<file path="config.mk">
export PLATFORM = sky130hd
export DESIGN_NAME = periph_top
export DESIGN_NICKNAME = d
export VERILOG_FILES = /design/src/hdl/periph_pkg.sv /design/src/hdl/byte_reg_periph.sv /design/src/hdl/gpio_ctrl.sv /design/src/hdl/periph_decode.sv /design/src/hdl/periph_top.sv /design/src/hdl/read_buffer.sv /design/src/hdl/word_reg_periph.sv
export VERILOG_INCLUDE_DIRS = /design/src /design/src/hdl
export SDC_FILE = /design/constraint.sdc
export NUM_CORES = 1
export LEC_CHECK = 0
export BUFFER_PORTS_ARGS = -buffer_cell sky130_fd_sc_hd__buf_2
export CORE_MARGIN = 2
export CORE_UTILIZATION = 30
export CTS_CLUSTER_DIAMETER = 150
export CTS_CLUSTER_SIZE = 8
export DETAILED_ROUTE_END_ITERATION = 6
export PLACE_DENSITY = 0.53
export SETUP_SLACK_MARGIN = 0.4
export SLEW_MARGIN = 0
export SYNTH_ARGS = -nofsm -noshare
export SYNTH_HDL_FRONTEND = slang
export SYNTH_SLANG_ARGS = --single-unit
</file>
<file path="constraint.sdc">
create_clock -name clk -period 9 [get_ports clk]
set_input_delay 0.45 -clock clk [delete_from_list [all_inputs] [get_ports clk]]
set_output_delay 0.45 -clock clk [all_outputs]
set_load 0.02 [all_outputs]
</file>
<file path="src/hdl/periph_settings.svh">
// Address map, slot numbers and register offsets of the peripheral wrapper
`ifndef PERIPH_SETTINGS_SVH
`define PERIPH_SETTINGS_SVH

// Peripheral address bus width, bit 10 selects the simple slots
`define PERI_ADDR_W 11

// Slots per kind (user and simple)
`define PERI_SLOTS 16

// Output and input pin count
`define PERI_PINS 8

// Populated slots
`define GPIO_SLOT 1
`define WREG_SLOT 4
`define BREG_SLOT 0

// GPIO register offsets inside its 64-byte slot
`define GPIO_OUT_OFS 0
`define GPIO_IN_OFS 4

// Function selects for pins 0 to 7, one word apart from here
`define GPIO_SEL_BASE 32

`endif

</file>
<file path="src/hdl/periph_pkg.sv">
// Bus data, address and pin-select types plus the transfer-width code
`include "periph_settings.svh"

package periph_pkg;

    // Full bus data word
    typedef logic [31:0] word_t;

    // Byte lane, also used for the pin vectors
    typedef logic [`PERI_PINS-1:0] byte_t;

    // Peripheral address
    typedef logic [`PERI_ADDR_W-1:0] addr_t;

    // Pin function select: top bit picks a simple slot, low bits the slot number
    typedef logic [$clog2(`PERI_SLOTS):0] pin_sel_t;

    // Request code on the read and write lines, all ones means idle
    typedef enum logic [1:0] {
        XFER_8    = 2'b00,
        XFER_16   = 2'b01,
        XFER_32   = 2'b10,
        XFER_NONE = 2'b11
    } xfer_e;

endpackage

</file>
<file path="src/hdl/byte_reg_periph.sv">
// Simple-slot peripheral with four byte registers
`timescale 1ns/1ps

module byte_reg_periph (
    input  logic              clk,
    input  logic              rst_n,
    input  logic [3:0]        i_offset,
    input  logic              i_write,
    input  periph_pkg::byte_t i_wdata,
    output periph_pkg::byte_t o_rdata,
    output periph_pkg::byte_t o_pins
);

    periph_pkg::byte_t regs_q [4];
    logic              in_range;
    logic [1:0]        idx;

    assign in_range = (i_offset < 4'd4);
    assign idx      = i_offset[1:0];

    always_ff @(posedge clk) begin
        if (!rst_n) begin
            for (int i = 0; i < 4; i++) begin
                regs_q[i] <= '0;
            end
        end else if (i_write && in_range) begin
            regs_q[idx] <= i_wdata;
        end
    end

    // Offsets 4 to 15 read as zero
    assign o_rdata = in_range ? regs_q[idx] : '0;
    assign o_pins  = regs_q[0];

endmodule

</file>
<file path="src/hdl/gpio_ctrl.sv">
// GPIO output register, pin function selects, readback and output-pin mux
`timescale 1ns/1ps
`include "periph_settings.svh"

module gpio_ctrl (
    input  logic              clk,
    input  logic              rst_n,
    input  logic              i_write,
    input  logic [5:0]        i_offset,
    input  periph_pkg::byte_t i_wdata,
    input  periph_pkg::byte_t i_ui_in,
    input  periph_pkg::byte_t i_wreg_pins,
    input  periph_pkg::byte_t i_breg_pins,
    output periph_pkg::word_t o_rdata,
    output periph_pkg::byte_t o_uo_out
);

    localparam int SEL_W  = $bits(periph_pkg::pin_sel_t);
    localparam int SLOT_W = SEL_W - 1;

    periph_pkg::byte_t    gpio_out_q;
    periph_pkg::pin_sel_t func_sel_q [`PERI_PINS];

    logic       is_out;
    logic       is_in;
    logic       is_sel;
    logic [5:0] sel_ofs;
    logic [2:0] sel_idx;

    assign is_out  = (i_offset == 6'(`GPIO_OUT_OFS));
    assign is_in   = (i_offset == 6'(`GPIO_IN_OFS));
    assign sel_ofs = i_offset - 6'(`GPIO_SEL_BASE);
    // Word-aligned offsets from the select base up to the top of the slot
    assign is_sel  = (i_offset >= 6'(`GPIO_SEL_BASE)) && (i_offset[1:0] == 2'b00);
    assign sel_idx = sel_ofs[4:2];

    always_ff @(posedge clk) begin
        if (!rst_n) begin
            gpio_out_q <= '0;
        end else if (i_write && is_out) begin
            gpio_out_q <= i_wdata;
        end
    end

    // All pins come out of reset on the GPIO register
    always_ff @(posedge clk) begin
        if (!rst_n) begin
            for (int i = 0; i < `PERI_PINS; i++) begin
                func_sel_q[i] <= SEL_W'(`GPIO_SLOT);
            end
        end else if (i_write && is_sel) begin
            func_sel_q[sel_idx] <= i_wdata[SEL_W-1:0];
        end
    end

    always_comb begin
        o_rdata = '0;
        if (is_out) begin
            o_rdata = {24'h0, gpio_out_q};
        end else if (is_in) begin
            o_rdata = {24'h0, i_ui_in};
        end else if (is_sel) begin
            o_rdata = {{(32 - SEL_W){1'b0}}, func_sel_q[sel_idx]};
        end
    end

    // Each pin picks its bit from the slot named by its select
    always_comb begin
        logic [SLOT_W-1:0] slot;
        for (int i = 0; i < `PERI_PINS; i++) begin
            slot        = func_sel_q[i][SLOT_W-1:0];
            o_uo_out[i] = 1'b0;
            if (func_sel_q[i][SEL_W-1]) begin
                if (slot == SLOT_W'(`BREG_SLOT)) begin
                    o_uo_out[i] = i_breg_pins[i];
                end
            end else if (slot == SLOT_W'(`GPIO_SLOT)) begin
                o_uo_out[i] = gpio_out_q[i];
            end else if (slot == SLOT_W'(`WREG_SLOT)) begin
                o_uo_out[i] = i_wreg_pins[i];
            end
        end
    end

endmodule

</file>
<file path="src/hdl/periph_decode.sv">
// Slot decode, request gating and read data/ready multiplexer
`timescale 1ns/1ps
`include "periph_settings.svh"

module periph_decode (
    input  periph_pkg::addr_t i_addr,
    input  periph_pkg::xfer_e i_write_n,
    input  periph_pkg::xfer_e i_read_n,
    input  periph_pkg::word_t i_gpio_rdata,
    input  periph_pkg::word_t i_wreg_rdata,
    input  logic              i_wreg_ready,
    input  periph_pkg::byte_t i_breg_rdata,
    output logic              o_gpio_write,
    output periph_pkg::xfer_e o_wreg_write_n,
    output periph_pkg::xfer_e o_wreg_read_n,
    output logic              o_breg_write,
    output periph_pkg::word_t o_rdata,
    output logic              o_rready
);

    localparam int SLOT_W = $clog2(`PERI_SLOTS);

    logic              is_simple;
    logic [SLOT_W-1:0] slot;
    logic              write_req;

    // User slots are 64 bytes wide, simple slots 16 bytes
    assign is_simple = i_addr[`PERI_ADDR_W-1];
    assign slot      = is_simple ? i_addr[7:4] : i_addr[9:6];
    assign write_req = (i_write_n != periph_pkg::XFER_NONE);

    always_comb begin
        o_gpio_write   = 1'b0;
        o_wreg_write_n = periph_pkg::XFER_NONE;
        o_wreg_read_n  = periph_pkg::XFER_NONE;
        o_breg_write   = 1'b0;
        // Empty slots answer at once with zero data
        o_rdata        = '0;
        o_rready       = 1'b1;

        if (is_simple) begin
            if (slot == SLOT_W'(`BREG_SLOT)) begin
                o_breg_write = write_req;
                o_rdata      = {24'h0, i_breg_rdata};
            end
        end else begin
            if (slot == SLOT_W'(`GPIO_SLOT)) begin
                o_gpio_write = write_req;
                o_rdata      = i_gpio_rdata;
            end else if (slot == SLOT_W'(`WREG_SLOT)) begin
                // Full interface sees the width code and has its own ready
                o_wreg_write_n = i_write_n;
                o_wreg_read_n  = i_read_n;
                o_rdata        = i_wreg_rdata;
                o_rready       = i_wreg_ready;
            end
        end
    end

endmodule

</file>
<file path="src/hdl/periph_top.sv">
// Peripheral wrapper top: decode, read buffer, GPIO and the two peripherals
`timescale 1ns/1ps

module periph_top (
    input  logic              clk,
    input  logic              rst_n,
    input  periph_pkg::addr_t i_addr,
    input  periph_pkg::word_t i_data,
    input  periph_pkg::xfer_e i_write_n,
    input  periph_pkg::xfer_e i_read_n,
    input  logic              i_read_complete,
    input  periph_pkg::byte_t i_ui_in,
    output periph_pkg::word_t o_data,
    output logic              o_data_ready,
    output periph_pkg::byte_t o_uo_out
);

    periph_pkg::xfer_e read_n_masked;
    periph_pkg::word_t peri_rdata;
    logic              peri_rready;

    logic              gpio_write;
    periph_pkg::word_t gpio_rdata;

    periph_pkg::xfer_e wreg_write_n;
    periph_pkg::xfer_e wreg_read_n;
    periph_pkg::word_t wreg_rdata;
    logic              wreg_ready;
    periph_pkg::byte_t wreg_pins;

    logic              breg_write;
    periph_pkg::byte_t breg_rdata;
    periph_pkg::byte_t breg_pins;

    periph_decode u_decode (
        .i_addr         (i_addr),
        .i_write_n      (i_write_n),
        .i_read_n       (read_n_masked),
        .i_gpio_rdata   (gpio_rdata),
        .i_wreg_rdata   (wreg_rdata),
        .i_wreg_ready   (wreg_ready),
        .i_breg_rdata   (breg_rdata),
        .o_gpio_write   (gpio_write),
        .o_wreg_write_n (wreg_write_n),
        .o_wreg_read_n  (wreg_read_n),
        .o_breg_write   (breg_write),
        .o_rdata        (peri_rdata),
        .o_rready       (peri_rready)
    );

    read_buffer u_read_buffer (
        .clk             (clk),
        .rst_n           (rst_n),
        .i_read_n        (i_read_n),
        .i_write_n       (i_write_n),
        .i_rdata         (peri_rdata),
        .i_rready        (peri_rready),
        .i_read_complete (i_read_complete),
        .o_read_n_masked (read_n_masked),
        .o_data          (o_data),
        .o_data_ready    (o_data_ready)
    );

    gpio_ctrl u_gpio (
        .clk         (clk),
        .rst_n       (rst_n),
        .i_write     (gpio_write),
        .i_offset    (i_addr[5:0]),
        .i_wdata     (i_data[7:0]),
        .i_ui_in     (i_ui_in),
        .i_wreg_pins (wreg_pins),
        .i_breg_pins (breg_pins),
        .o_rdata     (gpio_rdata),
        .o_uo_out    (o_uo_out)
    );

    word_reg_periph u_wreg (
        .clk       (clk),
        .rst_n     (rst_n),
        .i_offset  (i_addr[5:0]),
        .i_wdata   (i_data),
        .i_write_n (wreg_write_n),
        .i_read_n  (wreg_read_n),
        .o_rdata   (wreg_rdata),
        .o_ready   (wreg_ready),
        .o_pins    (wreg_pins)
    );

    byte_reg_periph u_breg (
        .clk      (clk),
        .rst_n    (rst_n),
        .i_offset (i_addr[3:0]),
        .i_write  (breg_write),
        .i_wdata  (i_data[7:0]),
        .o_rdata  (breg_rdata),
        .o_pins   (breg_pins)
    );

endmodule

</file>
<file path="src/hdl/read_buffer.sv">
// Registered read data, hold flag and ready, with the peripheral read mask
`timescale 1ns/1ps

module read_buffer (
    input  logic              clk,
    input  logic              rst_n,
    input  periph_pkg::xfer_e i_read_n,
    input  periph_pkg::xfer_e i_write_n,
    input  periph_pkg::word_t i_rdata,
    input  logic              i_rready,
    input  logic              i_read_complete,
    output periph_pkg::xfer_e o_read_n_masked,
    output periph_pkg::word_t o_data,
    output logic              o_data_ready
);

    logic              read_req;
    logic              capture;
    logic              hold_q;
    logic              ready_q;
    periph_pkg::word_t data_q;

    assign read_req = (i_read_n != periph_pkg::XFER_NONE);
    assign capture  = !hold_q && i_rready && read_req;

    // No second peripheral read while the result sits in the buffer
    assign o_read_n_masked = ready_q ? periph_pkg::XFER_NONE : i_read_n;

    always_ff @(posedge clk) begin
        if (!rst_n) begin
            hold_q  <= 1'b0;
            ready_q <= 1'b0;
        end else begin
            if (i_read_complete) begin
                hold_q <= 1'b0;
            end
            if (capture) begin
                hold_q <= 1'b1;
            end
            // Set one cycle after a read meets peripheral ready
            ready_q <= read_req && i_rready;
        end
    end

    // Held until the core signals it has taken the word
    always_ff @(posedge clk) begin
        if (capture) begin
            data_q <= i_rdata;
        end
    end

    assign o_data       = data_q;
    assign o_data_ready = ready_q || (i_write_n != periph_pkg::XFER_NONE);

endmodule

</file>
<file path="src/hdl/word_reg_periph.sv">
// User-slot peripheral with four 32-bit registers and width-coded writes
`timescale 1ns/1ps

module word_reg_periph (
    input  logic              clk,
    input  logic              rst_n,
    input  logic [5:0]        i_offset,
    input  periph_pkg::word_t i_wdata,
    input  periph_pkg::xfer_e i_write_n,
    input  periph_pkg::xfer_e i_read_n,
    output periph_pkg::word_t o_rdata,
    output logic              o_ready,
    output periph_pkg::byte_t o_pins
);

    periph_pkg::word_t regs_q [4];
    logic              ready_q;
    logic              in_range;
    logic [1:0]        idx;

    // Registers live in the first 16 bytes of the slot
    assign in_range = (i_offset < 6'd16);
    assign idx      = i_offset[3:2];

    always_ff @(posedge clk) begin
        if (!rst_n) begin
            for (int i = 0; i < 4; i++) begin
                regs_q[i] <= '0;
            end
        end else if (in_range) begin
            // Narrow writes leave the upper bits alone
            case (i_write_n)
                periph_pkg::XFER_8:  regs_q[idx][7:0]  <= i_wdata[7:0];
                periph_pkg::XFER_16: regs_q[idx][15:0] <= i_wdata[15:0];
                periph_pkg::XFER_32: regs_q[idx]       <= i_wdata;
                default: ;
            endcase
        end
    end

    // One cycle of read latency
    always_ff @(posedge clk) begin
        if (!rst_n) begin
            ready_q <= 1'b0;
        end else begin
            ready_q <= (i_read_n != periph_pkg::XFER_NONE);
        end
    end

    assign o_rdata = in_range ? regs_q[idx] : '0;
    assign o_ready = ready_q;
    assign o_pins  = regs_q[0][7:0];

endmodule

</file>
# After elaboration in Yosys (flattened, before gate mapping)
# Memory sizes are Yosys's and may differ from the RTL's.
# Cells that the tools add are included.
# op_classes
n_lt_le_gt_ge	3
add_sub_neg	1
reduce_logical	25
n_eq_ne	24
muxes	89
bitwise	3
# ops
op	n
two-way mux 32 bit	7
two-way mux 1 bit	62
two-way mux 8 bit	6
equality test 4 x 1 -> 1 bit (second input constant)	9
equality test 4 x 3 -> 1 bit (second input constant)	9
zero test 4 bit	9
OR reduction 32 bit	1
two-way mux 2 bit	9
two-way mux 5 bit	2
OR reduction 8 bit	1
logical AND 1 bit	7
equality test 6 x 3 -> 1 bit (second input constant)	1
greater-or-equal comparator 6 bit (second input constant)	1
zero test 6 bit	1
< comparator 6 x 5 -> 1 bit (second input constant)	1
two-way mux 3 bit	2
inequality test 2 bit (second input constant)	3
OR reduction 5 bit	1
subtractor 5 x 1 -> 5 bit (second input constant)	1
zero test 2 bit	2
< comparator 4 x 3 -> 1 bit (second input constant)	1
two-way mux 4 bit	1
OR 1 bit	3
equality test 2 x 1 -> 1 bit (second input constant)	1
4 further kinds	4
# word_totals
inputBits	58
ff_bits	43
memories	3
word_cells	153
mem_bits_rw	200
# memory_table
name	depth	width	read_ports	rd_clocked_by_memory_dff	wr	line	rtl
u_wreg.regs_q	4	32	2	0	4	word_reg_periph.sv:16	periph_pkg::word_t regs_q [4];
u_gpio.func_sel_q	8	5	9	0	8	gpio_ctrl.sv:22	periph_pkg::pin_sel_t func_sel_q [`PERI_PINS];
u_breg.regs_q	4	8	2	0	4	byte_reg_periph.sv:14	periph_pkg::byte_t regs_q [4];

# Logic depth before layout (Yosys ltp)
# Gate-level depths: netlist of run 1.
# logic_depth
word_depth	14
mapped_depth	8

# Modules after synthesis
# A second synthesis of run 1 with hierarchy kept.
# unflattened
cells_unflattened	937
hier_area_um2	12246.7
# by_module_without_submodules
mod	cells_each	n_inst	area_per_inst_um2
word_reg_periph	427	1	6037.0
gpio_ctrl	265	1	2894.0
byte_reg_periph	119	1	1612.8
read_buffer	43	1	1059.8
periph_decode	83	1	643.1

# Worst setup path before layout of run 1
# OpenSTA, ideal clock, no wires.
# synth_timing
kind	input to register
startpoint	input port i_addr[4]
endpoint	memory u_wreg.regs_q[1][16] (netlist bit), enable pin
cell_stages	6
path_slack_ns	5.827
setup_time_ns	0.411
t_arrival_ns	2.762
required_time_ns	8.589
cell_sequence	clkbuf_1 > or2_2 > clkbuf_1 > nor3_2 > nand2_1 > o21ai_0
# synth_rtl
element	line	rtl
from (decl)	periph_top.sv:7	input periph_pkg::addr_t i_addr,
to (decl)	word_reg_periph.sv:16	

==> flow_metrics.tcl, run 1 <==
set metrics [dict create \
    max_cap_violations 0 \
    core.rowCount 71 \
    worst-setup-path-type "in -> reg" \
    route.final.wire_length_um 30300 \
    pin_count_of_the_biggest_net_entering_global_routing 54 \
    number_of_cell_instances_on_the_worst_register_to_register_path 3 \
    post_synth_inst_count 764 \
    finalSetupViolCount 0 \
    crit_chain "buf_2, nor4_2, nand3_1, o41ai_2, nor2b_1" \
    post_dr_wirelength_cell_um 21.7 \
    clk-insertion-delay-late_ns 0.51 \
    detailedRoute.firstIterationViolations 498 \
    grt_pass1_wl_um 44800 \
    clk_root_buffer_cell "clkbuf_16" \
    floorplan.initialDensity_pct 30.3 \
    slowest_delay_ns 1.05 \
    cts.sink_count 243 \
    r2r_setup_slack_ns 7.14 \
    vias_in_the_first_global_route 6859 \
    finalNetCount 920 \
    fillCellCount 3697 \
    worst_setup_path_start_kind "input pin" \
    worstPathMaxFanout 9 \
    die_area_um2 39400 \
    synth_ff_type "edfxtp_1" \
    number_of_nets_with_antenna_violations_after_detailed_routing 0 \
    setup_crit_end_kind "register" \
    synth.cell_area_um2 11400 \
    worstHoldPathType "in -> reg" \
    crit-reg2reg-launch "u_wreg.regs_q[0][3]" \
    top_level_ports 99 \
    drv_slew 0 \
    max_slew_margin_pct 17.8 \
    grt_antenna_before_repair 1 \
    met1_track_demand_over_resource_in_global_routing_pct 21.0 \
    grt.total_usage_pct 15.6 \
    global_route.overflow_total 0 \
    synth-seq-area-share_pct 63.3 \
    critical_path_required_ns 9.14 \
    yosys_register_bits 243 \
    clk_transition_reported_paths_ns 0.05 \
    critical_path_arrival_ns 3.25 \
    timing.hold.worst_endpoint "u_wreg.regs_q[3][30]" \
    timing.final.crit_share_pct 34.6 \
    die-width_um 199 \
    synthDominantAreaCellType "edfxtp_1" \
    syn_to_final_growth_pct 17.6 \
    dpl-instance-area_um2 12300 \
    post_cts_hold_buffer_count 0 \
    place_congestion 0.842 \
    grt_use_met2_pct 25.7 \
    vias 6727 \
    min_from "i_data[30]" \
    final_cell_mix "edfxtp_1, and2_1, buf_2, mux4_2, clkbuf_16" \
    fin_skew_ns 0.0139 \
    synth_top_area_share_pct 61.4 \
    max-clock-path-buffers 3 \
    multi_input_area_um2 3950 \
    most_common_cell_after_layout_fill_and_taps_aside "edfxtp_1" \
    fin_total_pwr_mw 2.73 \
    dp_cells 1335 \
    grtUsageMet3_pct 2.27 \
    dp_hpwl_um 20600 \
    layout.core_utilization_pct 35.6 \
    rsz0062_at_grt "false" \
    die-height_um 199 \
    tritoncts "yes" \
    max_freq_ghz 0.321 \
    cts_max_level 2 \
    port_buffers 98 \
    synth.avg_cell_area_um2 14.9 \
    finalWorstPathRequiredPeriod_ns 3.11 \
    drive_gt1_share_pct 26.1 \
    layout.cell_area.non_filler_um2 13300 \
    number_of_warnings_printed_during_yosys_synthesis 0 \
    post_synth_num_cell_types 57 \
    number_of_cts_inserted_buffers 36 \
    p_per_area_nw_per_um2 204 \
    critical_path.slowest_cell "o41ai_2" \
    timing.hold.worst_path_depth 2 \
    power.leakage_nw 4.67 \
    async_reset_ff_share_pct 0 \
    placeableCoreArea_um2 37500 \
    seqCellArea_um2 7190 \
    drt_pass1_iterations 5 \
    fin_tns_setup_ns 0 \
    grt_busiest_layer "met2" \
    vdd_drop_max_mv 0.112 \
    post_cts_resized 0 \
    vias_per_cell 4.83 \
    reg2reg_to "u_read_buffer.o_data[3]" \
    ys_top_cells_by_area "edfxtp_1, mux4_2, and2_1" \
    critPathBufInv 1 \
    final-hold-violation-count 0 \
    outcome "completed" \
    post_cts_buffers 0 \
    crit_family "simple AND/OR/NAND/NOR gates" \
    final_cell_count_no_fill 1393 \
    synth_fp_nets 822 \
    synth-edff-count 232 \
    drcViolationCount 0 \
    worst_pin_slew_ns 1.23 \
]
cell type report:
class,instances,area share (%)
Sequential cell,243,53.8
Multi-Input combinational cell,471,29.6
Clock buffer,54,7.25
Tap cell,511,4.79
Timing Repair Buffer,106,4.14
Clock inverter,3,0.244
Inverter,4,0.112
Antenna cell,1,0.0187
Yosys cell counts, types with 7 or more instances:
cell        n
nor2b_1     7
nand2b_1   17
nand2_1    20
and2_1    172
nor2_1     28
mux4_2     50
nor3b_2    16
and3_1     26
a21oi_1     7
nand3b_1   12
o21ai_0    13
mux2i_1    16
nor3_1     12
buf_2      12
edfxtp_1  232
clkbuf_1   20
dfxtp_1    11
kinds of logic after synthesis:
logic type | synth area share [%]
flops | 63.3
mux | 11.8
xor+xnor | 0.0772
compound gates | 3.03
simple gates | 19.6
buf+inv | 2.13
stage by stage:
stage | hold WS, ns | setup slack (ns)
CTS | 0.252 | 5.87
detailed placement | 0.440 | 5.34
global route | 0.266 | 5.63
global placement | 0.426 | 5.40
floorplan | 0.392 | 5.83
finish | 0.267 | 5.89
worst max path at each step:
stage                    start                   end  slack (ns)  depth (start not counted)
floorplan            i_addr[4]  u_wreg.regs_q[1][16]        5.83                          6
global placement    i_addr[10]  u_wreg.regs_q[0][12]        5.40                          5
detailed placement  i_addr[10]  u_wreg.regs_q[0][12]        5.34                          5
CTS                 i_addr[10]  u_wreg.regs_q[0][15]        5.87                          5
global route        i_addr[10]   u_wreg.regs_q[0][8]        5.63                          5
finish              i_addr[10]   u_wreg.regs_q[0][8]        5.89                          5
registers in the layout, summed over array words and instances, names as in the netlist:
signal	cells
u_wreg.o_ready	1
u_read_buffer.hold_q	1
u_wreg.regs_q	128
u_gpio.func_sel_q	40
u_read_buffer.o_data	32
u_breg.regs_q	32
u_read_buffer.ready_q	1
u_gpio.gpio_out_q	8
layer usage:
metal	wire [µm]	vias to the layer above
li1	-	3085
met1	13400	3396
met2	14700	198
met3	1360	48
met4	831	0
met5	0	-
worst register-to-register path: cells and delay by family (launching register included):
kind | cells | cell delay (ns)
muxes | 1 | 0.51
DFF | 1 | 0.50
AOI/OAI and AO/OA | 2 | 0.53
power by group:
group          leakage, nW  total [mW]  switching, mW  internal [mW]
clock                0.476        1.21          0.478          0.737
combinational         1.87       0.186          0.116         0.0705
sequential            2.32        1.33         0.0282           1.30
total                 4.67        2.73          0.622           2.11
Note: power is estimated with default switching activity, not from simulation.
==> run 2, diff against run 1 <==
- PLACE_DENSITY: 0.53 -> 0.54
- clock period: 9 -> 2.8 ns (I/O delays scaled with it)
==> run 2 against run 1 <==
Die area stayed put. Flip-flop and latch count stayed put. Sequential power grew to 3.2 times the previous value. Via count is 3.5% higher. Critical endpoint is now o_uo_out[1]. Largest power group unchanged.
==> flow_metrics.tcl, run 2 (synthesis results as in run 1) <==
set metrics [dict create \
    port_buffers 98 \
    critical_path_arrival_ns 2.07 \
    sequentialPowerShare_pct 48.4 \
    met2_length_um 14300 \
    global_route.overflow_total 0 \
    worst_setup_path_start_kind "register" \
    power.share.combinational_pct 7.5 \
    layout.core_utilization_pct 37.0 \
    fin_tns_setup_ns 0 \
    worst_pin_slew_ns 1.05 \
    detailedRoute.firstIterationViolations 558 \
    drive_gt1_share_pct 28.4 \
    rsz0062_at_grt "false" \
    post_cts_resized 0 \
    core.rowCount 71 \
    grt_pass1_wl_um 44900 \
    power.clock.fraction_pct 44.1 \
    vias_in_the_first_global_route 7081 \
    grt_antenna_before_repair 2 \
    number_of_nets_with_antenna_violations_after_detailed_routing 0 \
    p_per_area_nw_per_um2 634 \
    wl_met3_um 1520 \
    startpoint "u_gpio.func_sel_q[1][2]" \
    final-hold-violation-count 0 \
    max_cap_violations 0 \
    drcViolationCount 0 \
    clk_transition_reported_paths_ns 0.05 \
    largest_reg_flops 128 \
    post_dr_wirelength_cell_um 20.9 \
    route.final.wire_length_um 30300 \
    route.layer.met1.wl_um 13300 \
    timing.final.crit_share_pct 78.9 \
    vias_per_cell 4.81 \
    outcome "completed" \
    r2r_setup_slack_ns 0.91 \
    number_of_cell_instances_on_the_worst_register_to_register_path 3 \
    number_of_cts_inserted_buffers 36 \
    max_flop_register "u_wreg.regs_q" \
    drt_pass1_iterations 5 \
    finalWorstPathRequiredPeriod_ns 2.21 \
    tritoncts "yes" \
    layout_top_registers "u_wreg.regs_q x128, u_gpio.func_sel_q x40" \
    dp_hpwl_um 20800 \
    worstHoldPathType "in -> reg" \
    clk-insertion-delay-late_ns 0.51 \
    place_congestion 0.883 \
    syn_to_final_growth_pct 22.3 \
    cts.sink_count 243 \
    slowest_delay_ns 0.50 \
    reg2reg_to "u_read_buffer.o_data[1]" \
    fin_skew_ns 0.0280 \
    finalSetupViolCount 0 \
    highest-signal-layer "met5" \
    final_cell_mix "edfxtp_1, and2_1, buf_2, mux4_2, buf_4" \
    capture_point_of_the_critical_path "o_uo_out[1]" \
    crit-reg2reg-launch "u_wreg.regs_q[0][1]" \
    grt.total_usage_pct 15.6 \
    switchingPower_mw 1.97 \
    max-clock-path-buffers 3 \
    cellInternalPower_mw 6.83 \
    post_cts_buffers 0 \
    die-width_um 199 \
    most_common_cell_after_layout_fill_and_taps_aside "edfxtp_1" \
    critical_path_required_ns 2.66 \
    placeableCoreArea_um2 37500 \
    finalNetCount 980 \
    pin_count_of_the_biggest_net_entering_global_routing 55 \
    worst-setup-path-type "reg -> out" \
    switching_share_pct 22.3 \
    setup_crit_end_kind "output pin" \
    drv_slew 0 \
    max_slew_margin_pct 30.1 \
    worstPathMaxFanout 4 \
    die_area_um2 39400 \
    clk_root_buffer_cell "clkbuf_16" \
    die-height_um 199 \
    critical_path.slowest_cell "or3b_2" \
    max_freq_ghz 0.453 \
    power.leakage_nw 4.96 \
    crit_chain "or3b_2, a2111oi_0, buf_2" \
    vdd_drop_max_mv 0.321 \
    top_level_ports 99 \
    cts_max_level 2 \
    vias 6963 \
    floorplan.initialDensity_pct 30.3 \
]
run 2: through the flow:
stage / power (mW) / cell area [µm²] / setup WS, ns / instances / hold WS, ns
floorplan: 4.66 / 11400 / 0.351 / 764 / 0.287
global placement: 4.97 / 12700 / 0.331 / 1371 / 0.427
detailed placement: 4.97 / 12700 / 0.319 / 1371 / 0.415
CTS: 8.91 / 13900 / 0.579 / 1447 / 0.0316
global route: 9.09 / 13900 / 0.516 / 1448 / 0.0411
finish: 8.80 / 13900 / 0.590 / 1448 / 0.0389
run 2: worst max-delay path: cells and delay by family, from the launching register on:
family	cells	cell delay [ns]
flops	1	0.42
simple gates	1	0.50
compound gates	1	0.39
buf+inv	1	0.24
run 2: worst min path at each step:
stage,start,depth (start not counted),endpoint
after global placement,u_read_buffer.ready_q,1,u_wreg.o_ready
final,i_read_n[1],3,u_wreg.o_ready
after CTS,i_read_n[1],3,u_wreg.o_ready
after detailed placement,u_read_buffer.ready_q,1,u_wreg.o_ready
after floorplan,i_data[1],2,u_gpio.gpio_out_q[1]
after global routing,i_read_n[0],3,u_wreg.o_ready
run 2: power by group through the flow:
stage	combinational [mW]	clock [mW]	sequential (mW)
2_1_floorplan	0.324	0	4.33
3_3_place_gp	0.641	0	4.33
3_5_place_dp	0.643	0	4.33
4_1_cts	0.671	3.98	4.26
5_1_grt	0.705	4.11	4.28
6_report	0.659	3.88	4.26
run 2: what timing repair did:
item / CTS / global route
endpoints found under the hold margin: 75 / 0
setup endpoints to repair: 0 / 0
hold buffers: 24 / 0
run 2: per-layer routing:
layer,global-route usage (%),up-vias
met3,2.73,59
met2,25.0,185
met5,0,-
li1,-,3199
met4,6.44,2
met1,21.0,3518
run 2: cell type report:
cell class / count / area (µm²)
fill: 3624 / 23600
sequential: 243 / 7190
multi-input combinational: 471 / 3970
timing repair buffer: 166 / 1090
clock buffer: 51 / 978
tap: 511 / 639
inverter: 4 / 15.0
clock inverter: 1 / 7.51
antenna: 1 / 2.50
